[config.mk]
export PLATFORM = sky130hd
export DESIGN_NAME = regFile
export DESIGN_NICKNAME = d
export VERILOG_FILES = /design/src/hw/cpuIsaPkg.sv /design/src/hw/regFile.sv
export SDC_FILE = /design/constraint.sdc
export NUM_CORES = 1
export LEC_CHECK = 0
export ABC_AREA = 1
export ABC_CLOCK_PERIOD_IN_PS = 2430
export BUFFER_PORTS_ARGS = -buffer_cell sky130_fd_sc_hd__clkbuf_2
export CORE_ASPECT_RATIO = 0.7
export CORE_MARGIN = 10
export CORE_UTILIZATION = 45
export CTS_CLUSTER_DIAMETER = 40
export DETAILED_ROUTE_END_ITERATION = 8
export PLACE_DENSITY = 0.59
export SLEW_MARGIN = 20
export SYNTH_ARGS = -nofsm -noshare
export SYNTH_HDL_FRONTEND = slang
export SYNTH_SLANG_ARGS = --single-unit
[constraint.sdc]
create_clock -name Clock -period 2.43 [get_ports Clock]
set_input_delay 0.486 -clock Clock [delete_from_list [all_inputs] [get_ports Clock]]
set_output_delay 0.486 -clock Clock [all_outputs]
set_load 0.02 [all_outputs]
[src/hw/cpuIsaPkg.sv]
package cpuIsaPkg;

    localparam int dataWidth   = 32;
    localparam int addrWidth   = 9;
    localparam int regIdxWidth = 4;
    localparam int constWidth  = 19;
    localparam int opcodeWidth = 5;
    localparam int memDepth    = 512;
    localparam int numRegs     = 16;

    typedef logic [dataWidth-1:0]   word_t;
    typedef logic [addrWidth-1:0]   addr_t;
    typedef logic [regIdxWidth-1:0] regIdx_t;
    typedef logic [constWidth-1:0]  constField_t;

    // Anything other than ld or st runs as ldi
    typedef enum logic [opcodeWidth-1:0] {
        opLd  = 5'd0,
        opLdi = 5'd1,
        opSt  = 5'd2
    } opcode_t;

    // Bit 31 down to bit 0
    typedef struct packed {
        opcode_t     opcode;
        regIdx_t     ra;
        regIdx_t     rb;
        constField_t constant;
    } instr_t;

endpackage

[src/hw/regFile.sv]
`timescale 1ns/1ps

module regFile (
    input  logic               Clock,
    input  logic               rstN,
    input  cpuIsaPkg::regIdx_t idx,
    input  logic               we,
    input  cpuIsaPkg::word_t   wdata,
    input  logic               baseMode,
    output cpuIsaPkg::word_t   rdata
);

    cpuIsaPkg::word_t regs [cpuIsaPkg::numRegs];

    always_ff @(posedge Clock) begin
        if (!rstN) begin
            for (int i = 0; i < cpuIsaPkg::numRegs; i++) begin
                regs[i] <= '0;
            end
        end else if (we) begin
            regs[idx] <= wdata;
        end
    end

    // R0 as a base means no base at all
    assign rdata = (baseMode && idx == '0) ? '0 : regs[idx];

endmodule

# [Yosys cells after proc, flatten, opt, wreduce, memory -nomap -nowiden]
# Memories as Yosys holds them, arrays and structs flattened.
# Index checks and enable logic that the tools add are counted.
[word_totals] mem_count=1 ff_bits=0 output_inout_bits=32 input_bits=40 mem_bits_rw=512
[op_classes] n_reduce_logical=3 n_mux=8
[mem_list] memory="regs" words=16 width=32 rd=1 rd_clocked_by_memory_dff=0 write_ports=16 line="regFile.sv:13" source="cpuIsaPkg::word_t regs [cpuIsaPkg::numRegs];"
[ops] op="32-bit two-way mux" n=2
[ops] op="32-bit OR reduction" n=1
[ops] op="1-bit two-way mux" n=5
[ops] op="4-bit logical NOT" n=1
[ops] op="4-bit two-way mux" n=1
[ops] op="1-bit logical AND" n=1

# [Longest topological paths before layout]
[logic_depth] depth_word=5 depth_mapped=12 mapped_depth_nobuf=9

# [Worst setup path before layout]
# OpenSTA, ideal clock, no wires.
[synth_timing] path_kind="input -> register" from="input port idx[0]" to="memory regs[11][0] in the netlist's numbering (enable)" arrival_ns=2.180 required_time_ns=2.041 n_path_buf=3 cell_stages=7 slack_ns=-0.140 setup_ns=0.389 path_cell_list="buf_2 -> inv_2 -> buf_2 -> nor3_2 -> nand2_1 -> clkbuf_1 -> nand2_1"
[synth_lines] item="start: declaration" line="regFile.sv:6" source="input cpuIsaPkg::regIdx_t idx,"
[synth_lines] item="end: declaration" line="regFile.sv:13"

# [Worst setup path in the final report]
[layout_timing] from="input port idx[0]" to="output port rdata[23]"
[layout_between] elab_chain_len=3 word_cells_on_any_way=4 classes_between="mux: 1; reduce/logical: 2; memory: 1"
[layout_rtl] item="parallel branches: the longest is 2 deep, another holds memory read 16 x 32 bit"
[layout_rtl] item="32-bit two-way mux *" line="regFile.sv:26" source="assign rdata = (baseMode && idx == '0) ? '0 : regs[idx];"
[layout_rtl] item="end: declaration" line="regFile.sv:10" source="output cpuIsaPkg::word_t rdata"
# Mark *: on every way between the ends.

==> qor.txt <==
top cell type's share of synthesized area: 0.6501
via count: 18,688
WL final: 76,250 um
post-cts hold buffer count: 0
placed cell count: 3,408
CTS tree: done
Post-Syn Instances: 2,694
fin util: 0.5440
antenna cells: 0
largest registers: regs: 512 flops
Setup WS post-layout: 0.03504 ns
area of the multi-input gates: 0.007551 mm^2
FF+latch count, synth: 512
status: completed
hold crit path type: primary input to register
setup TNS: 0 ns
Area Overhead vs Synth: 19.87%
overall power: 21.66 mW
WP data arrival: 1.91 ns
Setup violations, final: 0
Yosys warning total: 0
RSZ-0062 raised after global routing: yes
register name with the most flops: regs
critical setup path kind: primary input to primary output
Vert. Die Dim: 211.8 um
Via-to-Cell Ratio: 5.300
die footprint: 0.06228 mm^2
crit path from: idx[0]
CP max stage cell: buf_12
Setup crit end: rdata[23]
layout cell share with drive strength beyond 1: 0.1305
register area: 0.01537 mm^2
syn avg cell area: 8.779 um^2
Max stage delay on crit path: 0.18 ns
most frequent cell on the critical path: nand2_1
mapped cell area: 0.02365 mm^2
Iteration-0 DRC Markers: 2,020
Final Hold Violating Endpoints: 0
GPL Wtd Cong: 0.8331
critical-path cell list: buf_16, buf_12, buf_16, clkbuf_16, nand2_1, nand2_1, nand2_1, nand2_1, nand2_1, nand2_1, nor2_1, nor2_1, buf_4
Die W: 294.0 um
Hold WS: 0.4480 ns
Slew @ Worst Pin: 0.6738 ns
IO buf count: 71
max reg flops: 512
power per cell area: 764.1 mW/mm^2
CTS Buf Count: 56
core area: 0.05211 mm^2
starting density of the core: 0.4539
Worst Path Required: 1.94 ns
non-filler cells, final: 3,526
critical path endpoint category: primary output
# rows: 70
post-synth cell types: 12
Max Root-Sink Buffers: 3
DP Wirelength: 44,870 um
Max VDD drop: 0.0008076 V
CTS sink cnt: 512
Critical Path Source Type: primary input
max_slew headroom: 0.5503
Post-Syn Nets: 2,734
Pleak: 12.71 nW
final instance area: 0.02835 mm^2
fin crit period: 2.395 ns
largest net degree at the start of global routing: 44
largest area contributor in the netlist: edfxtp_1
crit-path max FO: 13
Slew Viols, Final: 0
Top Ports: 72
dpl cell area: 0.02598 mm^2
drt pass-1 iters: 6
# DRC: 0
fin nets: 2,838
initial antenna violation count: 1
grt ovf: 0
Reg clk slew, reported paths: 0.06 ns
synth top area cells: edfxtp_1 (65%), nand2_1 (22%), nor2_1 (9.2%), clkbuf_1 (2.1%), buf_2 (0.99%)
Fmax achieved: 417.5 MHz
Post-DRT Antenna Nets: 0
# H-tree levels: 2
Max Cap Violations: 0
dpl ws: -0.05978 ns
global-route wire length before repair: 111,300 um
Fill cells: 4,695
vias in the first global route: 17,805
CTS Root Cell: clkbuf_16
period utilisation layout: 0.9856
Routed wire per std cell: 21.62 um
sequential-to-total area share from yosys stat: 0.6501
gr usage total: 0.2385
## per-layer routing
| metal | wire, um | GRT usage |
|---|---|---|
| met3 | 7527 | 0.04437 |
| met2 | 33420 | 0.3680 |
| met4 | 2628 | 0.07942 |
| met5 | 13 | 0 |
| met1 | 32660 | 0.3352 |
## where the power goes
part | leakage [nW] | internal [mW] | switching [mW] | total (mW)
logic | 6.89 | 0.731 | 1.55 | 2.28
clock network | 0.943 | 5.40 | 3.63 | 9.03
registers | 4.88 | 10.2 | 0.139 | 10.3
## worst max-delay path: cells and delay by family
family | cells | cell delay (ns)
buffers and inverters | 5 | 0.82
and+or+nand+nor | 8 | 0.56
## Yosys cell counts
master	n
nor3_1	1
clkinv_1	1
buf_2	47
edfxtp_1	512
inv_2	1
nor2_1	579
clkbuf_1	133
nand2_1	1378
buf_1	2
inv_1	35
nor3_2	4
nand3_1	1
## cell families after synthesis
group,share of synthesized area
flip-flops,0.6501
buffers and inverters,0.03724
AND/OR/NAND/NOR,0.3127
## placed cells by master (no fill, tap or decap), types with 6 or more instances in the layout
cell       instances
nor2_1           562
nand2_1         1345
bufinv_16         10
buf_16             6
clkbuf_2          53
clkinv_2           8
nor2_2            12
buf_2             10
buf_12            50
inv_1             34
clkbuf_16         64
edfxtp_1         512
buf_4             96
clkinv_1          15
nand2_2           33
## timing repair
action	4_1_cts	5_1_grt
gates cloned	1	8
resized for setup	2	53
pin swaps	0	2
buffers inserted	0	7
endpoints found under the setup margin	14	32
## worst min-delay path by stage
stage	depth (start not counted)	to	startpoint	slack (ns)
CTS	3	regs[3][8]	wdata[8]	0.42
finish	3	regs[3][6]	wdata[6]	0.45
global placement	3	regs[3][8]	wdata[8]	1.03
global route	3	regs[11][8]	wdata[8]	0.48
detailed placement	3	regs[3][8]	wdata[8]	1.04
floorplan	2	regs[0][0]	wdata[0]	0.76
## area by class of cell
type / instances / share of cell area
flip-flops and latches: 512 / 0.5423
multi-input cells: 1963 / 0.2663
repair buffers: 226 / 0.08571
clock buffers: 60 / 0.05146
well taps: 684 / 0.03019
clock inverters: 42 / 0.01730
inverters: 37 / 0.005914
repair inverters: 2 / 0.0007944
No activity file was read; power rests on OpenSTA's default activity.
