### src/hw/cpuIsaPkg.sv
package cpuIsaPkg;

    localparam int dataWidth   = 32;
    localparam int addrWidth   = 9;
    localparam int regIdxWidth = 4;
    localparam int constWidth  = 19;
    localparam int opcodeWidth = 5;
    localparam int memDepth    = 512;
    localparam int numRegs     = 16;

    typedef logic [dataWidth-1:0]   word_t;
    typedef logic [addrWidth-1:0]   addr_t;
    typedef logic [regIdxWidth-1:0] regIdx_t;
    typedef logic [constWidth-1:0]  constField_t;

    // Anything other than ld or st runs as ldi
    typedef enum logic [opcodeWidth-1:0] {
        opLd  = 5'd0,
        opLdi = 5'd1,
        opSt  = 5'd2
    } opcode_t;

    // Bit 31 down to bit 0
    typedef struct packed {
        opcode_t     opcode;
        regIdx_t     ra;
        regIdx_t     rb;
        constField_t constant;
    } instr_t;

endpackage

### src/hw/cpuCtrlPkg.sv
package cpuCtrlPkg;

    typedef enum logic [2:0] {
        stepT0, stepT1, stepT2, stepT3,
        stepT4, stepT5, stepT6, stepT7
    } step_t;

    // Which block drives the shared bus this cycle
    typedef enum logic [2:0] {
        busNone,
        busPc,
        busMdr,
        busZ,
        busReg,
        busConst
    } busSrc_t;

    typedef struct packed {
        busSrc_t busSrc;
        logic    pcIn;
        logic    incPc;      // Adder forms bus + 1 instead of Y + bus
        logic    marIn;
        logic    mdrIn;
        logic    mdrFromMem; // MDR loads memory instead of the bus
        logic    irIn;
        logic    yIn;
        logic    zIn;
        logic    regIn;
        logic    regOut;
        logic    selRa;
        logic    selRb;      // Base read that gives zero for index 0
        logic    memRead;
        logic    memWrite;
    } ctrlWord_t;

    typedef struct packed {
        logic              en;
        cpuIsaPkg::addr_t  addr;
        cpuIsaPkg::word_t  data;
    } memLoad_t;

    typedef struct packed {
        logic               en;
        cpuIsaPkg::regIdx_t idx;
        cpuIsaPkg::word_t   data;
    } regWrite_t;

    typedef struct packed {
        logic             en;
        cpuIsaPkg::addr_t addr;
        cpuIsaPkg::word_t data;
    } memWrite_t;

endpackage

### src/hw/controlUnit.sv
`timescale 1ns/1ps

module controlUnit (
    input  logic                  Clock,
    input  logic                  rstN,
    input  logic                  run,
    input  cpuIsaPkg::instr_t     instr,
    output cpuCtrlPkg::ctrlWord_t ctrl,
    output logic                  instrDone
);

    cpuCtrlPkg::step_t step;
    cpuCtrlPkg::step_t stepNext;
    logic              isLdi;

    // Only ld and st run on to T7
    assign isLdi = (instr.opcode != cpuIsaPkg::opLd) && (instr.opcode != cpuIsaPkg::opSt);

    assign instrDone = (step == cpuCtrlPkg::stepT7) || (step == cpuCtrlPkg::stepT5 && isLdi);

    always_ff @(posedge Clock) begin
        if (!rstN) begin
            step <= cpuCtrlPkg::stepT0;
        end else begin
            step <= stepNext;
        end
    end

    always_comb begin
        stepNext = step;
        case (step)
            cpuCtrlPkg::stepT0: stepNext = run ? cpuCtrlPkg::stepT1 : cpuCtrlPkg::stepT0;
            cpuCtrlPkg::stepT1: stepNext = cpuCtrlPkg::stepT2;
            cpuCtrlPkg::stepT2: stepNext = cpuCtrlPkg::stepT3;
            cpuCtrlPkg::stepT3: stepNext = cpuCtrlPkg::stepT4;
            cpuCtrlPkg::stepT4: stepNext = cpuCtrlPkg::stepT5;
            cpuCtrlPkg::stepT5: stepNext = isLdi ? cpuCtrlPkg::stepT0 : cpuCtrlPkg::stepT6;
            cpuCtrlPkg::stepT6: stepNext = cpuCtrlPkg::stepT7;
            default:            stepNext = cpuCtrlPkg::stepT0;
        endcase
    end

    always_comb begin
        ctrl = '0;
        ctrl.busSrc = cpuCtrlPkg::busNone;
        case (step)
            cpuCtrlPkg::stepT0: begin
                if (run) begin // Stalled here until run
                    ctrl.busSrc  = cpuCtrlPkg::busPc;
                    ctrl.marIn   = 1'b1;
                    ctrl.incPc   = 1'b1;
                    ctrl.zIn     = 1'b1;
                    ctrl.memRead = 1'b1;
                end
            end
            cpuCtrlPkg::stepT1: begin
                ctrl.busSrc     = cpuCtrlPkg::busZ;
                ctrl.pcIn       = 1'b1;
                ctrl.mdrIn      = 1'b1;
                ctrl.mdrFromMem = 1'b1;
            end
            cpuCtrlPkg::stepT2: begin
                ctrl.busSrc = cpuCtrlPkg::busMdr;
                ctrl.irIn   = 1'b1;
            end
            cpuCtrlPkg::stepT3: begin
                ctrl.busSrc = cpuCtrlPkg::busReg; // Base into Y
                ctrl.regOut = 1'b1;
                ctrl.selRb  = 1'b1;
                ctrl.yIn    = 1'b1;
            end
            cpuCtrlPkg::stepT4: begin
                ctrl.busSrc = cpuCtrlPkg::busConst;
                ctrl.zIn    = 1'b1;
            end
            cpuCtrlPkg::stepT5: begin
                ctrl.busSrc = cpuCtrlPkg::busZ;
                if (isLdi) begin
                    ctrl.regIn = 1'b1;
                    ctrl.selRa = 1'b1;
                end else begin
                    ctrl.marIn   = 1'b1;
                    ctrl.memRead = (instr.opcode == cpuIsaPkg::opLd);
                end
            end
            cpuCtrlPkg::stepT6: begin
                ctrl.mdrIn = 1'b1;
                if (instr.opcode == cpuIsaPkg::opLd) begin
                    ctrl.mdrFromMem = 1'b1;
                end else begin
                    ctrl.busSrc = cpuCtrlPkg::busReg; // Store data from R[ra]
                    ctrl.regOut = 1'b1;
                    ctrl.selRa  = 1'b1;
                end
            end
            default: begin
                if (instr.opcode == cpuIsaPkg::opLd) begin
                    ctrl.busSrc = cpuCtrlPkg::busMdr;
                    ctrl.regIn  = 1'b1;
                    ctrl.selRa  = 1'b1;
                end else begin
                    ctrl.memWrite = 1'b1;
                end
            end
        endcase
    end

endmodule

### config.mk
export PLATFORM = sky130hd
export DESIGN_NAME = controlUnit
export DESIGN_NICKNAME = d
export VERILOG_FILES = /design/src/hw/cpuIsaPkg.sv /design/src/hw/cpuCtrlPkg.sv /design/src/hw/controlUnit.sv
export SDC_FILE = /design/constraint.sdc
export NUM_CORES = 1
export LEC_CHECK = 0
export BUFFER_PORTS_ARGS = -buffer_cell sky130_fd_sc_hd__buf_2
export CAP_MARGIN = 25
export CORE_AREA = 2 2 39 41
export CTS_CLUSTER_SIZE = 30
export DETAILED_ROUTE_END_ITERATION = 7
export DIE_AREA = 0 0 41 43
export GPL_TIMING_DRIVEN = 0
export PLACE_DENSITY = 0.72
export SYNTH_ARGS = -nofsm -noshare
export SYNTH_HDL_FRONTEND = slang
export SYNTH_SLANG_ARGS = --single-unit
### constraint.sdc
create_clock -name Clock -period 2.6 [get_ports Clock]
set_input_delay 0.52 -clock Clock [delete_from_list [all_inputs] [get_ports Clock]]
set_output_delay 0.52 -clock Clock [all_outputs]
set_load 0.02 [all_outputs]
* After elaboration in Yosys (flattened, before gate mapping)
Index checks and enable logic that the tools add are counted.
Word-level totals: register bits 3, bits in latches 0, memory bits (writable) 0, ROM bits 0, input bits 35, output and inout bits 18, logic and storage cells 45, memories 0
Operators by class: $add $sub $neg 0, $mul 0, div/mod/pow operators 0, $lt $le $gt $ge 0, equal/unequal tests 8, shifts and indexed selects 0, muxes and demuxes 26, bitwise operators 0, reductions and logical operators 10
Operator list (number):
- $pmux 3 s7 | 1
- $pmux 3 s6 | 1
- $eq 3x3->1 const B | 4
- $mux 1 | 12
- $pmux 1 s2 | 5
- $reduce_or 7->1 | 1
- $eq 3x2->1 const B | 2
- $mux 2 | 3
- $mux 3 | 2
- $reduce_or 6->1 | 1
- $logic_not 5->1 | 1
- $ne 5x2->1 const B | 1
- $reduce_bool 5->1 | 1
- $reduce_or 5->1 | 1
- $pmux 2 s2 | 1
- $eq 3x1->1 const B | 1
- $logic_not 3->1 | 1
- $pmux 1 s3 | 1
- $logic_and 1x1->1 | 2
- $reduce_or 2->1 | 1
- $logic_or 1x1->1 | 1

* Logic depth before layout (Yosys ltp)
depth in word-level cells 4, gate-level depth with buffers 5, gate-level depth less buffers 4

* Least setup slack after synthesis
Ideal clock, no wire load.
path kind input to output, from input port instr[31] in the netlist's numbering, to output port ctrl[15] in the netlist's numbering, data arrival time 1655 ps, required time 2080 ps, path slack 425 ps, cell stages on the path 3, buffers on the path 0, cells stage by stage nor4_1 -> nand2b_1 -> o21ai_0
RTL lines:
- start, declared | RTL line controlUnit.sv:7 | input cpuIsaPkg::instr_t instr,
- end, declared | RTL line controlUnit.sv:8 | output cpuCtrlPkg::ctrlWord_t ctrl,

==> flow_summary.toml <==
[outcome]
result_of_the_run = "complete, no violations"

[floorplanning]
die_h_um = 43
core_mm2 = 0.00138
initial_utilization = 0.239
rows = 14
dieArea_mm2 = 0.00176
design.portCount = 53
die_w_um = 41

[power]
fin_total_pwr_uw = 261
vdd_drop_max_mv = 0.140
power.density_mw_per_mm2 = 520
leakagePower_uw = 0.000273

[drt]
drtAntennaViolNets = 0
detail_route.vias_per_cell = 4.99
drc_errors = 0
firstDrtPassIters = 4
dr.first_iter.drc_count = 5
routedWlPerCell_um = 10.8
detailroute.via_count = 479
routed_wl_um = 1040

[critical_path]
cp_num_buf_inv = 2
cp_data_required_time_ns = 2.08
path_common_cell = "sky130_fd_sc_hd__buf_2"
critical_path_class = "input pin to primary output"
crit_path_cell_trace = "buf_2, nor4_1, nand2b_1, o22ai_1, buf_2"
setup.worst_path.end_class = "primary output"
cp_data_arrival_time_ns = 1.79
critPathMaxFanout = 4
crit_path_start_kind = "input pin"
critical-path-top-delay-family = "simple AND/OR/NAND/NOR gates"
reg2reg_from = "step[1]"
worst_setup_path_startpoint = "instr[31]"
critical-path-slowest-cell = "sky130_fd_sc_hd__nor4_1"
crit_path_max_cell_delay_ns = 0.55

[placed_design]
place.detailed.instances = 92
preCtsSetupSlack_ns = 0.287
dp.final_hpwl_um = 794
place.port_buffers = 25
place.gp.congestion = 0.867
post_place_instance_area_um2 = 475

[yosys]
synth_enable_flop_cells = 0
postSynthCellCount = 51
syn-mean-instance-area_um2 = 6.48
synth-warning-count = 0
syn-cell-area_um2 = 330
synth_top_area_cell = "sky130_fd_sc_hd__dfxtp_1"
number_of_synthesized_register_bits = 3
postSynthNetCount = 86
ys.flop_type = "sky130_fd_sc_hd__dfxtp_1"
post_synth_num_cell_types = 25
synth_top_area_share = 0.182
asyncSetResetFlopFracSynth = 0
synth_area_leaders = "sky130_fd_sc_hd__dfxtp_1 (18%), sky130_fd_sc_hd__nor2_1 (8.0%), sky130_fd_sc_hd__o21ai_0 (7.6%)"
synth_seq_area_share = 0.182

[hold_path]
hold_path_startpoint = "rstN"
min_path_type = "input pin to flop"

[clock_tree]
cts_resized = 0
h-tree-depth = 1
clock_insertion_delay_worst_skew_ns = 0.23
clk_transition_reported_paths_ns = 0.04
cts_tree = "done"
cts_made_buffers = 3
postCtsHoldBufs = 0
numClockSinks = 3
post_cts_buffers = 0
ctsRootBufferMaster = "sky130_fd_sc_hd__clkbuf_4"
cts.path.max_buffers = 2

[grt]
pin_count_of_the_biggest_net_entering_global_routing = 11
track_usage = 0.146
grt_antenna_before_repair = 0
first_global_vias = 456
grt_pass1_wl_um = 1730
overflow = 0

[layout]
register_name_with_the_most_flops = "step"
layoutNonFillerInstCount = 96
nets_finish = 116
largest_reg_flops = 3
mostFrequentLayoutCell = "sky130_fd_sc_hd__buf_2"
finish.instance_area_um2 = 502
share_of_cells_above_drive_strength_1 = 0.425
commonest_non_fill_non_tap_cells_in_the_layout = "sky130_fd_sc_hd__buf_2 (26), sky130_fd_sc_hd__nor2_1 (7), sky130_fd_sc_hd__o21ai_0 (5)"
syn2layout_area_growth_pct = 51.9
num_antenna_cells = 0
layout_top_registers = "step x3"

[timing]
setup_ws_ns = 0.292
setup_violations = 0
timing.setup.tns_ns = 0
clock_skew_ns = 0.00229
layout_worst_path_cycle_share = 0.888
fmax_mhz = 433
hold_viol_final = 0
slew_headroom = 0.595
maxSlewViolCount = 0
final.min_clock_period_ns = 2.31
worst_pin_slew_ns = 0.601
rsz0062_at_grt = "false"

[flow_run]
drv_cap = 0
## synthesized netlist by cell type (2+ instances only)
master / instances
sky130_fd_sc_hd__nand3_1: 3
sky130_fd_sc_hd__o22ai_1: 2
sky130_fd_sc_hd__dfxtp_1: 3
sky130_fd_sc_hd__a21oi_1: 2
sky130_fd_sc_hd__nor2b_1: 2
sky130_fd_sc_hd__nand2_1: 4
sky130_fd_sc_hd__clkbuf_1: 2
sky130_fd_sc_hd__inv_1: 4
sky130_fd_sc_hd__o21ai_0: 5
sky130_fd_sc_hd__nor2_1: 7
sky130_fd_sc_hd__nand2b_1: 2
sky130_fd_sc_hd__a31oi_1: 2
## final cells by class
cell class,count,area [um^2]
multi-input combinational,40,235
timing repair buffer,25,125
buffer,4,20.0
sequential,3,60.1
inverter,4,15.0
tap,16,20.0
fill,164,882
clock buffer,4,26.3
## power by group
group,switching (uW),leakage [uW],internal [uW]
clock network,26.4,0.0000150,57.7
logic,78.2,0.000233,43.3
registers,4.62,0.0000246,50.7
total,109,0.000273,152
## per-layer routing
layer  share of wire  up-vias  global-route usage
li1                -      242                   -
met1            0.44      203               0.183
met2            0.43       30               0.194
met3           0.090        4              0.0209
met4           0.037        0               0.153
met5               0        -                   0
## kinds of logic (layout without fill, tap and decap cells)
family / count (synthesis) / in the layout / synth area share
AO/OA/AOI/OAI: 14 / 14 / 0.280
XOR/XNOR: 1 / 1 / 0.0265
buffers and inverters: 8 / 37 / 0.106
flip-flops: 3 / 3 / 0.182
AND/OR/NAND/NOR: 25 / 25 / 0.405
## stage by stage
stage	util	hold WS (ns)
6_report	0.363	0.561
5_1_grt	0.363	0.555
4_1_cts	0.363	0.550
3_5_place_dp	0.344	0.607
3_3_place_gp	0.344	0.601
2_1_floorplan	-	0.567
## path summary, 6_finish.rpt
kind         slack [ns]  depth (start not counted)      end
max                0.29                          5  ctrl[5]
max reg2reg        1.37                          3  step[2]
min                0.56                          2  step[1]
min reg2reg        0.63                          2  step[1]
(Power assumes the default switching activity.)
