--- src/hw/cpuIsaPkg.sv ---
package cpuIsaPkg;

    localparam int dataWidth   = 32;
    localparam int addrWidth   = 9;
    localparam int regIdxWidth = 4;
    localparam int constWidth  = 19;
    localparam int opcodeWidth = 5;
    localparam int memDepth    = 512;
    localparam int numRegs     = 16;

    typedef logic [dataWidth-1:0]   word_t;
    typedef logic [addrWidth-1:0]   addr_t;
    typedef logic [regIdxWidth-1:0] regIdx_t;
    typedef logic [constWidth-1:0]  constField_t;

    // Anything other than ld or st runs as ldi
    typedef enum logic [opcodeWidth-1:0] {
        opLd  = 5'd0,
        opLdi = 5'd1,
        opSt  = 5'd2
    } opcode_t;

    // Bit 31 down to bit 0
    typedef struct packed {
        opcode_t     opcode;
        regIdx_t     ra;
        regIdx_t     rb;
        constField_t constant;
    } instr_t;

endpackage

--- src/hw/cpuCtrlPkg.sv ---
package cpuCtrlPkg;

    typedef enum logic [2:0] {
        stepT0, stepT1, stepT2, stepT3,
        stepT4, stepT5, stepT6, stepT7
    } step_t;

    // Which block drives the shared bus this cycle
    typedef enum logic [2:0] {
        busNone,
        busPc,
        busMdr,
        busZ,
        busReg,
        busConst
    } busSrc_t;

    typedef struct packed {
        busSrc_t busSrc;
        logic    pcIn;
        logic    incPc;      // Adder forms bus + 1 instead of Y + bus
        logic    marIn;
        logic    mdrIn;
        logic    mdrFromMem; // MDR loads memory instead of the bus
        logic    irIn;
        logic    yIn;
        logic    zIn;
        logic    regIn;
        logic    regOut;
        logic    selRa;
        logic    selRb;      // Base read that gives zero for index 0
        logic    memRead;
        logic    memWrite;
    } ctrlWord_t;

    typedef struct packed {
        logic              en;
        cpuIsaPkg::addr_t  addr;
        cpuIsaPkg::word_t  data;
    } memLoad_t;

    typedef struct packed {
        logic               en;
        cpuIsaPkg::regIdx_t idx;
        cpuIsaPkg::word_t   data;
    } regWrite_t;

    typedef struct packed {
        logic             en;
        cpuIsaPkg::addr_t addr;
        cpuIsaPkg::word_t data;
    } memWrite_t;

endpackage

--- src/hw/datapath.sv ---
`timescale 1ns/1ps

module datapath (
    input  logic                  Clock,
    input  logic                  rstN,
    input  cpuCtrlPkg::ctrlWord_t ctrl,
    input  cpuIsaPkg::word_t      memRdata,
    input  cpuIsaPkg::word_t      regRdata,
    output cpuIsaPkg::instr_t     instr,
    output cpuIsaPkg::regIdx_t    regIdx,
    output logic                  regWe,
    output cpuIsaPkg::word_t      regWdata,
    output cpuIsaPkg::addr_t      memAddr,
    output cpuIsaPkg::word_t      memWdata
);

    cpuIsaPkg::word_t  pc;
    cpuIsaPkg::instr_t ir;
    cpuIsaPkg::addr_t  mar;
    cpuIsaPkg::word_t  mdr;
    cpuIsaPkg::word_t  y;
    cpuIsaPkg::word_t  z;

    cpuIsaPkg::word_t  bus;
    cpuIsaPkg::word_t  constExt;
    cpuIsaPkg::word_t  opA;
    cpuIsaPkg::word_t  opB;
    cpuIsaPkg::word_t  sum;

    assign constExt = {{(cpuIsaPkg::dataWidth - cpuIsaPkg::constWidth)
                           {ir.constant[cpuIsaPkg::constWidth-1]}},
                       ir.constant};

    always_comb begin
        case (ctrl.busSrc)
            cpuCtrlPkg::busPc:    bus = pc;
            cpuCtrlPkg::busMdr:   bus = mdr;
            cpuCtrlPkg::busZ:     bus = z;
            cpuCtrlPkg::busReg:   bus = ctrl.regOut ? regRdata : '0;
            cpuCtrlPkg::busConst: bus = constExt;
            default:              bus = '0;
        endcase
    end

    // One adder for both PC+1 and Y+C
    assign opA = ctrl.incPc ? bus : y;
    assign opB = ctrl.incPc ? cpuIsaPkg::word_t'(1) : bus;
    assign sum = opA + opB;

    always_ff @(posedge Clock) begin
        if (!rstN) begin
            pc <= '0;
        end else if (ctrl.pcIn) begin
            pc <= bus;
        end
    end

    always_ff @(posedge Clock) begin
        if (ctrl.irIn) begin
            ir <= bus;
        end
        if (ctrl.marIn) begin
            mar <= bus[cpuIsaPkg::addrWidth-1:0]; // Low 9 bits address memory
        end
        if (ctrl.mdrIn) begin
            mdr <= ctrl.mdrFromMem ? memRdata : bus;
        end
        if (ctrl.yIn) begin
            y <= bus;
        end
        if (ctrl.zIn) begin
            z <= sum;
        end
    end

    assign instr    = ir;
    assign regIdx   = ctrl.selRa ? ir.ra : ir.rb;
    assign regWe    = ctrl.regIn;
    assign regWdata = bus;

    // MAR load passes straight through so a read can start in the same cycle
    assign memAddr  = ctrl.marIn ? bus[cpuIsaPkg::addrWidth-1:0] : mar;
    assign memWdata = mdr;

endmodule

--- config.mk ---
export PLATFORM = sky130hd
export DESIGN_NAME = datapath
export DESIGN_NICKNAME = d
export VERILOG_FILES = /design/src/hw/cpuIsaPkg.sv /design/src/hw/cpuCtrlPkg.sv /design/src/hw/datapath.sv
export SDC_FILE = /design/constraint.sdc
export NUM_CORES = 1
export LEC_CHECK = 0
export BUFFER_PORTS_ARGS = -buffer_cell sky130_fd_sc_hd__buf_4
export CAP_MARGIN = 15
export CORE_ASPECT_RATIO = 1.25
export CORE_MARGIN = 2
export CORE_UTILIZATION = 55
export CTS_BUF_LIST = sky130_fd_sc_hd__clkbuf_4 sky130_fd_sc_hd__clkbuf_8 sky130_fd_sc_hd__clkbuf_16
export DETAILED_ROUTE_END_ITERATION = 12
export PLACE_DENSITY_LB_ADDON = 0.3
export SLEW_MARGIN = 15
export SYNTH_ARGS = -nofsm -noshare
export SYNTH_HDL_FRONTEND = slang
export SYNTH_SLANG_ARGS = --single-unit
--- constraint.sdc ---
create_clock -name Clock -period 4.9 [get_ports Clock]
set_input_delay 0.98 -clock Clock [delete_from_list [all_inputs] [get_ports Clock]]
set_output_delay 0.98 -clock Clock [all_outputs]
set_load 0.03 [all_outputs]
* After elaboration in Yosys (flattened, before gate mapping)
Cells that the tools add are included.
** Word-level totals
- Register bits :: 169
- Bits of input ports :: 83
- Output and inout port bits :: 110
- Logic and storage cells :: 22
** Operators by class
- Add/sub/neg operators :: 1
- Eq/ne operators :: 5
- Mux-type cells :: 7
** Operators by type and width (count)
- case mux 32 bit (5 select lines) :: 1
- two-way mux 32 bit :: 4
- adder 32 bit :: 1
- two-way mux 9 bit :: 1
- equality test 3 x 2 -> 1 bit, second input constant :: 2
- equality test 3 bit, second input constant :: 2
- two-way mux 4 bit :: 1
- equality test 3 x 1 -> 1 bit, second input constant :: 1

* Logic depth before layout (Yosys ltp)
Gate-level depths: netlist of run 1.
- Depth after elaboration :: 4
- Depth in mapped cells :: 16
- Mapped depth without buffers :: 14

* Least setup slack after synthesis of run 1
No wires, ideal clock.
- Kind :: input -> register
- From :: in ctrl[14] in the netlist's numbering
- To :: reg z[30], data pin
- Library setup time :: 262 ps
- Arrival :: 4356 ps
- Data required time :: 4638 ps
- Setup slack :: 282 ps
- Cell stages on the path :: 16
- Path buffers :: 3
- Path through :: clkbuf_1 -> nor2b_1 -> clkbuf_1 -> clkbuf_1 -> a22oi_1 -> o21a_1 -> a21oi_1 -> ha_1 -> fa_1 -> a21oi_1 -> o211a_1 -> or4_4 -> a311oi_2 -> o21ai_1 -> a31oi_2 -> xor2_1
** Between the ends
- Cells in the longest elaborated chain, start to end :: 4
- Elaborated cells on any way between the ends :: 9
- Classes of those cells :: add/sub (1); eq/ne (5); mux (3)
** RTL lines
- from (decl) :: line datapath.sv:6 : input cpuCtrlPkg::ctrlWord_t ctrl,
- equality test 3 bit (tied with other cells) :: line datapath.sv:35 : case (ctrl.busSrc)
- case mux 32 bit (5 select lines) * :: line datapath.sv:35
- two-way mux 32 bit (on tied branches) :: line datapath.sv:46, datapath.sv:47
- adder 32 bit * :: line datapath.sv:48 : assign sum = opA + opB;
- net sum[30] :: line datapath.sv:28 : cpuIsaPkg::word_t sum;
- to (signal assigned) :: line datapath.sv:72 : z <= sum;
- to (decl) :: line datapath.sv:22 : cpuIsaPkg::word_t z;
Mark *: on every way through the listed nets, which the timed path passes. The rest lies on a longest branch.
A chain may end at the register's enable or synchronous reset.

* Worst setup path after layout of run 1
- From :: in ctrl[14] in the netlist's numbering
- To :: reg z[29], data pin
The elaborated chain is that of the path after synthesis.

==> results.ini, run 1 <==
[layout]
nFillCells=1266
final_nets=1123
drive_gt1_share_pct=29.3
regArea_mm2=0.00466
antenna_cells=0
multi_input_area_mm2=0.00394
fin_util_pct=69.7
syn_to_final_growth_pct=24.9

[global_route]
grt_max_degree=65
grt_overflow=0
grt_pass1_wl_um=37300
track_usage_pct=27.3
grt_pass1_vias=7108
antenna_found_initial=0

[power]
p_clk_share_pct=34.3
p_switching_mw=1.19
power_density_mw_per_mm2=369
peakVddDrop_v=0.000307
leakage_nw=5.11
sw_frac_of_total_pct=28.7
comb_power_share_pct=23.0
p_int_mw=2.96
p_seq_share_pct=42.7

[timing]
worstMarginPinSlew_ns=0.745
fin_crit_sh_pct=89.3
fin_crit_ns=4.38
finClkSkew_ns=0.00593
rsz0062_at_grt=false
max_freq_mhz=229
tns_ns=0
setup_viol=0
slew_headroom_pct=50.4
final-max-slew-violation-count=0
finalHoldViolCount=0

[drt]
drt_iter0_markers=719
dr.pass1.iters=5
vias=7315
viasPerCell=5.91
dr_wl_met2_um=12100
routed_wl_um=23900
wire_per_inst_um=19.3
drc=0
routed.top_layer=met4
antenna_left=0
wl_met1_um=9690
dr_wl_met3_um=1650

[floorplan]
num_rows=52
pin_count=193
die_w_um=118
core-area_mm2=0.0161
die_h_um=147
start_util_pct=55.8
die_area_mm2=0.0174

[clock_network]
cts_tree=built
cts_resized=0
cts.sinks=169
clockBufferDepth=2
clk_latency_ns=0.43
htreeDepth=4
hold_buffers=0
ctsRootBufferMaster=clkbuf_16
cts_setup_buffers=0
clk_pin_slew_worst_paths_ns=0.06
numCtsBuffers=17

[critical_path]
cp_slowest_cell=or4_1
worst_ep_required_time_ns=5.15
crit_top_cell=a21oi_1
worstPathCellList=buf_4 > and4bb_2 > a222oi_1 > o21a_1 > a21oi_1 > ha_1 > a21oi_1 > o211ai_2 > a21oi_2 > or4_1 > and3_1 > or2_1 > o311ai_2
path_buf_inv=1
crit_path_start_kind=primary input
crit_path_max_fanout=14
criticalPathCategory=primary input to flip-flop
r2r_slack_ns=1.15
worstSetupEndpointType=flip-flop
slowest_delay_ns=0.57
path_delay_family=compound AO/OA/AOI/OAI gates
cp_data_arrival_time_ns=4.63

[synthesis]
syn-cell-area_mm2=0.00900
synth.avg_cell_area_um2=10.7
syn-num-nets=953
synth_warnings=0
synth_edf_count=128
synthFlopType=edfxtp_1
yosysSeqAreaShare_pct=51.8
synthCells=838
async_flop_share_pct=0
synth_cell_type_count=61
ys_ff_latch=169

[job]
maxCapViolations=0

[status]
status=complete, no violations

[placed_design]
dpl.hpwl_um=16300
gp_congestion=0.910
io_buffers=187

[worst_hold_path]
holdCritPathClass=flip-flop to flip-flop

==> power by group through the flow <==
stage / logic [mW] / clock network (mW) / registers [mW]
2_1_floorplan: 0.531 / 0 / 1.87
3_5_place_dp: 0.945 / 0 / 1.80
6_report: 0.954 / 1.42 / 1.77
3_3_place_gp: 0.928 / 0 / 1.80
4_1_cts: 0.953 / 1.43 / 1.77
5_1_grt: 1.03 / 1.48 / 1.78
==> worst min-delay path: stages (launching register included) <==
cell     delay [ns]
dfxtp_1        0.30
nor2_1         0.08
a21oi_1        0.06
==> cells in the mapped netlist (all sizes together) (2+ instances only) <==
| cell | number | area share [%] |
|---|---|---|
| a21o | 9 | 0.75 |
| a222oi | 14 | 1.6 |
| a32oi | 3 | 0.29 |
| buf | 11 | 0.53 |
| o21a | 25 | 2.1 |
| o211ai | 3 | 0.31 |
| or4 | 2 | 0.21 |
| a21oi | 87 | 4.9 |
| inv | 45 | 1.9 |
| mux2 | 49 | 6.1 |
| xnor2 | 19 | 1.8 |
| a221oi | 5 | 0.49 |
| nor2b | 7 | 0.49 |
| a31oi | 4 | 0.35 |
| a41oi | 3 | 0.29 |
| nor2 | 90 | 3.8 |
| o21ai | 24 | 1.3 |
| o21bai | 7 | 0.58 |
| clkbuf | 48 | 2.0 |
| dfxtp | 41 | 9.1 |
| o221ai | 2 | 0.19 |
| nand3 | 16 | 0.89 |
| edfxtp | 128 | 43 |
| or2 | 4 | 0.28 |
| xor2 | 8 | 0.78 |
| o311ai | 2 | 0.28 |
| mux2i | 6 | 0.67 |
| nand2 | 52 | 2.2 |
| o31a | 2 | 0.19 |
| a311oi | 3 | 0.36 |
| and3 | 2 | 0.14 |
| ha | 31 | 4.3 |
| nand2b | 3 | 0.21 |
| a211oi | 2 | 0.17 |
| and3b | 2 | 0.19 |
| a22oi | 28 | 2.3 |
| o211a | 33 | 3.7 |
| nand4 | 6 | 0.42 |
==> metrics by stage <==
step                      worst slack (ns)  instance area [um2]  hold WS, ns  std cells  total power [mW]
final                                0.524                11200        0.479       1237              4.15
after global routing                 0.346                11200        0.496       1237              4.29
after CTS                            0.562                11200        0.478       1237              4.15
after detailed placement             0.165                10600        0.465       1205              2.75
after global placement               0.211                10600        0.459       1205              2.73
after floorplan                      0.282                 9000        0.453        838              2.40
==> registers in the layout (all words and copies together), names as in the netlist <==
register,flops
mar,9
memWdata,32
instr,32
pc,32
y,32
z,32
==> final timing paths <==
| kind | start | endpoint | depth (start not counted) |
|---|---|---|---|
| max reg2reg | memWdata[3] | z[29] | 13 |
| min | mar[1] | mar[1] | 2 |
| min reg2reg | mar[1] | mar[1] | 2 |
| max | ctrl[14] | z[29] | 13 |
==> final cells by class <==
class,instances,share of cell area (%)
Tap cell,216,2.40
Clock buffer,19,3.97
Multi-Input combinational cell,565,35.1
Sequential cell,169,41.5
Timing Repair Buffer,210,14.0
Clock inverter,13,1.57
Inverter,45,1.50
==> logic make-up (layout without fill, tap and decap cells) <==
logic type,Yosys count,after routing,synth area share (%)
and+or+nand+nor,192,192,9.44
AOI/OAI and AO/OA,259,259,20.4
DFF,169,169,51.8
xor gates and xnor gates,27,27,2.63
adders and majority gates,32,32,4.53
buffers and inverters,104,287,4.42
muxes,55,55,6.80
==> routing by layer <==
| metal | track usage, % | vias to the layer above |
|---|---|---|
| li1 | - | 3468 |
| met5 | 0 | - |
| met1 | 34.4 | 3506 |
| met2 | 47.7 | 302 |
| met4 | 8.87 | 0 |
| met3 | 4.85 | 39 |
==> cell usage in the layout (no fill, tap or decap), types with 4 or more instances in the layout <==
cell | netlist | layout
nor2_1 | 90 | 90
o21bai_1 | 7 | 7
o21a_1 | 25 | 25
o211a_1 | 33 | 33
xor2_1 | 8 | 8
buf_4 | 1 | 210
o21ai_0 | 23 | 23
nand2_1 | 52 | 52
a21oi_1 | 86 | 86
nand3_1 | 16 | 16
edfxtp_1 | 128 | 128
a22oi_1 | 28 | 28
nand4_1 | 6 | 6
bufinv_16 | 0 | 4
a222oi_1 | 14 | 14
mux2_2 | 49 | 49
a221oi_1 | 5 | 5
xnor2_1 | 19 | 19
dfxtp_1 | 41 | 41
a21o_1 | 9 | 9
ha_1 | 31 | 31
inv_1 | 45 | 45
clkbuf_16 | 0 | 17
nor2b_1 | 7 | 6
mux2i_1 | 6 | 6
Note: power is estimated with default switching activity, not from simulation.
==> run 2: changes to the inputs <==
CELL_PAD_IN_SITES_DETAIL_PLACEMENT = 2   (was not set)
CELL_PAD_IN_SITES_GLOBAL_PLACEMENT = 2   (was not set)
CORE_UTILIZATION = 35   (was 55)
==> results.ini, run 2 (synthesis results as in run 1) <==
[drt]
dr.pass1.iters=6  ; was 5
drc=0  ; unchanged
wire_per_inst_um=23.5  ; was 19.3 um
vias=7582  ; was 7,315
viasPerCell=5.55  ; was 5.91
antenna_left=0  ; unchanged
routed_wl_um=32100  ; was 23,900 um
drt_iter0_markers=341  ; was 719

[critical_path]
slowest_delay_ns=0.62  ; was 0.57 ns
crit_top_cell=buf_4  ; was a21oi_1
worstPathCellList=buf_4 > buf_4 > and4bb_2 > buf_4 > a222oi_1 > o21a_1 > a21oi_1 > ha_1 > nand4_1 > or4_4 > a41oi_1 > o21ai_0 > o21ai_0 > xor2_1  ; was buf_4 > and4bb_2 > a222oi_1 > o21a_1 > a21oi_1 > ha_1 > a21oi_1 > o211ai_2 > a21oi_2 > or4_1 > and3_1 > or2_1 > o311ai_2
path_buf_inv=3  ; was 1
worst_ep_required_time_ns=5.10  ; was 5.15 ns
crit_path_start_kind=primary input  ; unchanged
worstSetupEndpointType=flip-flop  ; unchanged
criticalPathCategory=primary input to flip-flop  ; unchanged
cp_data_arrival_time_ns=4.78  ; was 4.63 ns
crit_path_max_fanout=14  ; unchanged
cp_slowest_cell=or4_4  ; was or4_1
path_delay_family=compound AO/OA/AOI/OAI gates  ; unchanged

[placed_design]
dpl.hpwl_um=23000  ; was 16,300 um
place_ws_ns=-0.383  ; was 0.165 ns
place_area_mm2=0.0108  ; was 0.0106 mm2
gp_congestion=0.811  ; was 0.910
io_buffers=187  ; unchanged

[layout]
final_nets=1132  ; was 1,123
layout_common_cells=buf_4, edfxtp_1, nor2_1  ; unchanged
fin_util_pct=45.4  ; was 69.7%
stdcell_area_mm2=0.0115  ; was 0.0112 mm2
syn_to_final_growth_pct=27.6  ; was 24.9%
antenna_cells=0  ; unchanged
drive_gt1_share_pct=30.2  ; was 29.3%
final_common_cell=buf_4  ; unchanged
nFillCells=2648  ; was 1,266

[global_route]
grt_pass1_wl_um=49200  ; was 37,300 um
track_usage_pct=24.1  ; was 27.3%
grt_overflow=0  ; unchanged
grt_pass1_vias=8420  ; was 7,108
grt_max_degree=65  ; unchanged
antenna_found_initial=0  ; unchanged

[floorplan]
start_util_pct=35.6  ; was 55.8%
die_area_mm2=0.0270  ; was 0.0174 mm2
num_rows=65  ; was 52
pin_count=193  ; unchanged
core-area_mm2=0.0253  ; was 0.0161 mm2
die_w_um=147  ; was 118 um
die_h_um=183  ; was 147 um

[worst_hold_path]
holdCritPathClass=flip-flop to flip-flop  ; unchanged

[clock_network]
cts.sinks=169  ; unchanged
clockBufferDepth=2  ; unchanged
cts_resized=0  ; unchanged
ctsRootBufferMaster=clkbuf_16  ; unchanged
clk_pin_slew_worst_paths_ns=0.07  ; was 0.06 ns
clk_latency_ns=0.45  ; was 0.43 ns
cts_setup_buffers=0  ; unchanged
numCtsBuffers=17  ; unchanged
htreeDepth=4  ; unchanged
cts_tree=built  ; unchanged
hold_buffers=0  ; unchanged

[timing]
slew_headroom_pct=46.6  ; was 50.4%
layout_setup_ws_ns=0.317  ; was 0.524 ns
tns_ns=0  ; unchanged
fin_crit_ns=4.58  ; was 4.38 ns
fin_crit_sh_pct=93.5  ; was 89.3%
max_freq_mhz=218  ; was 229 MHz
worstMarginPinSlew_ns=0.800  ; was 0.745 ns
rsz0062_at_grt=false  ; unchanged
setup_viol=0  ; unchanged
final-max-slew-violation-count=0  ; unchanged
finalHoldViolCount=0  ; unchanged
finClkSkew_ns=0.0107  ; was 0.00593 ns

[power]
leakage_nw=5.17  ; was 5.11 nW
power_density_mw_per_mm2=374  ; was 369 mW/mm2
peakVddDrop_v=0.000214  ; was 0.000307 V
finalPower_mw=4.30  ; was 4.15 mW

[status]
status=complete, no violations  ; unchanged

[job]
maxCapViolations=0  ; unchanged

==> run 2: cell count changes in the layout (fill, tap and decap cells not counted) <==
cell and change:
nor2_2 +1, clkinv_1 -2, inv_6 +2, nor2_1 -1, inv_8 +1, clkinv_4 +1, clkbuf_4 -1, clkbuf_8 +1
clkinvlp_4 -2, buf_4 +9, nor2b_4 +1, nor2b_2 -1
==> run 2: where the power goes <==
group | internal, mW | switching (mW) | leakage [nW]
registers | 1.71 | 0.0659 | 1.63
logic | 0.385 | 0.626 | 3.23
clock network | 0.887 | 0.618 | 0.313
total | 2.99 | 1.31 | 5.17
==> run 2: worst reg2reg max path: stages, from the launching register on <==
cell and delay [ns]:
edfxtp_1 0.40, mux2_2 0.28, a22oi_1 0.15, o21ai_0 0.10, a21oi_1 0.25, a21oi_1 0.11, ha_1 0.39, nand2_1 0.09
o211a_1 0.27, or4_4 0.57, a41oi_1 0.31, o21ai_0 0.23, o21ai_0 0.26, xor2_1 0.10
==> run 2: cell type report <==
cell class	instances	area, um2	share of cell area [%]
multi-input combinational	565	3950	34.4
sequential	169	4660	40.6
clock buffer	19	453	3.94
clock inverter	13	191	1.67
tap	335	419	3.65
timing repair buffer	219	1640	14.3
inverter	45	169	1.47
==> run 2: path summary, 6_finish.rpt <==
kind / from / end / slack [ns] / cells past startpoint
max: ctrl[15] / z[24] / 0.32 / 14
min: pc[0] / pc[0] / 0.48 / 1
max reg2reg: memWdata[3] / z[24] / 1.13 / 13
min reg2reg: pc[0] / pc[0] / 0.48 / 1
==> run 2: per-stage QoR <==
step / std cells / hold WS (ns)
detailed placement: 1333 / 0.470
CTS: 1365 / 0.486
global route: 1365 / 0.499
finish: 1365 / 0.484
floorplan: 838 / 0.453
global placement: 1333 / 0.459
==> run 2: per-layer routing <==
metal	routed length, um	global-route usage, %	up-vias
li1	-	-	3483
met1	12900	27.5	3872
met2	17500	45.4	189
met3	1160	4.03	38
met4	621	8.08	0
met5	0	0	-
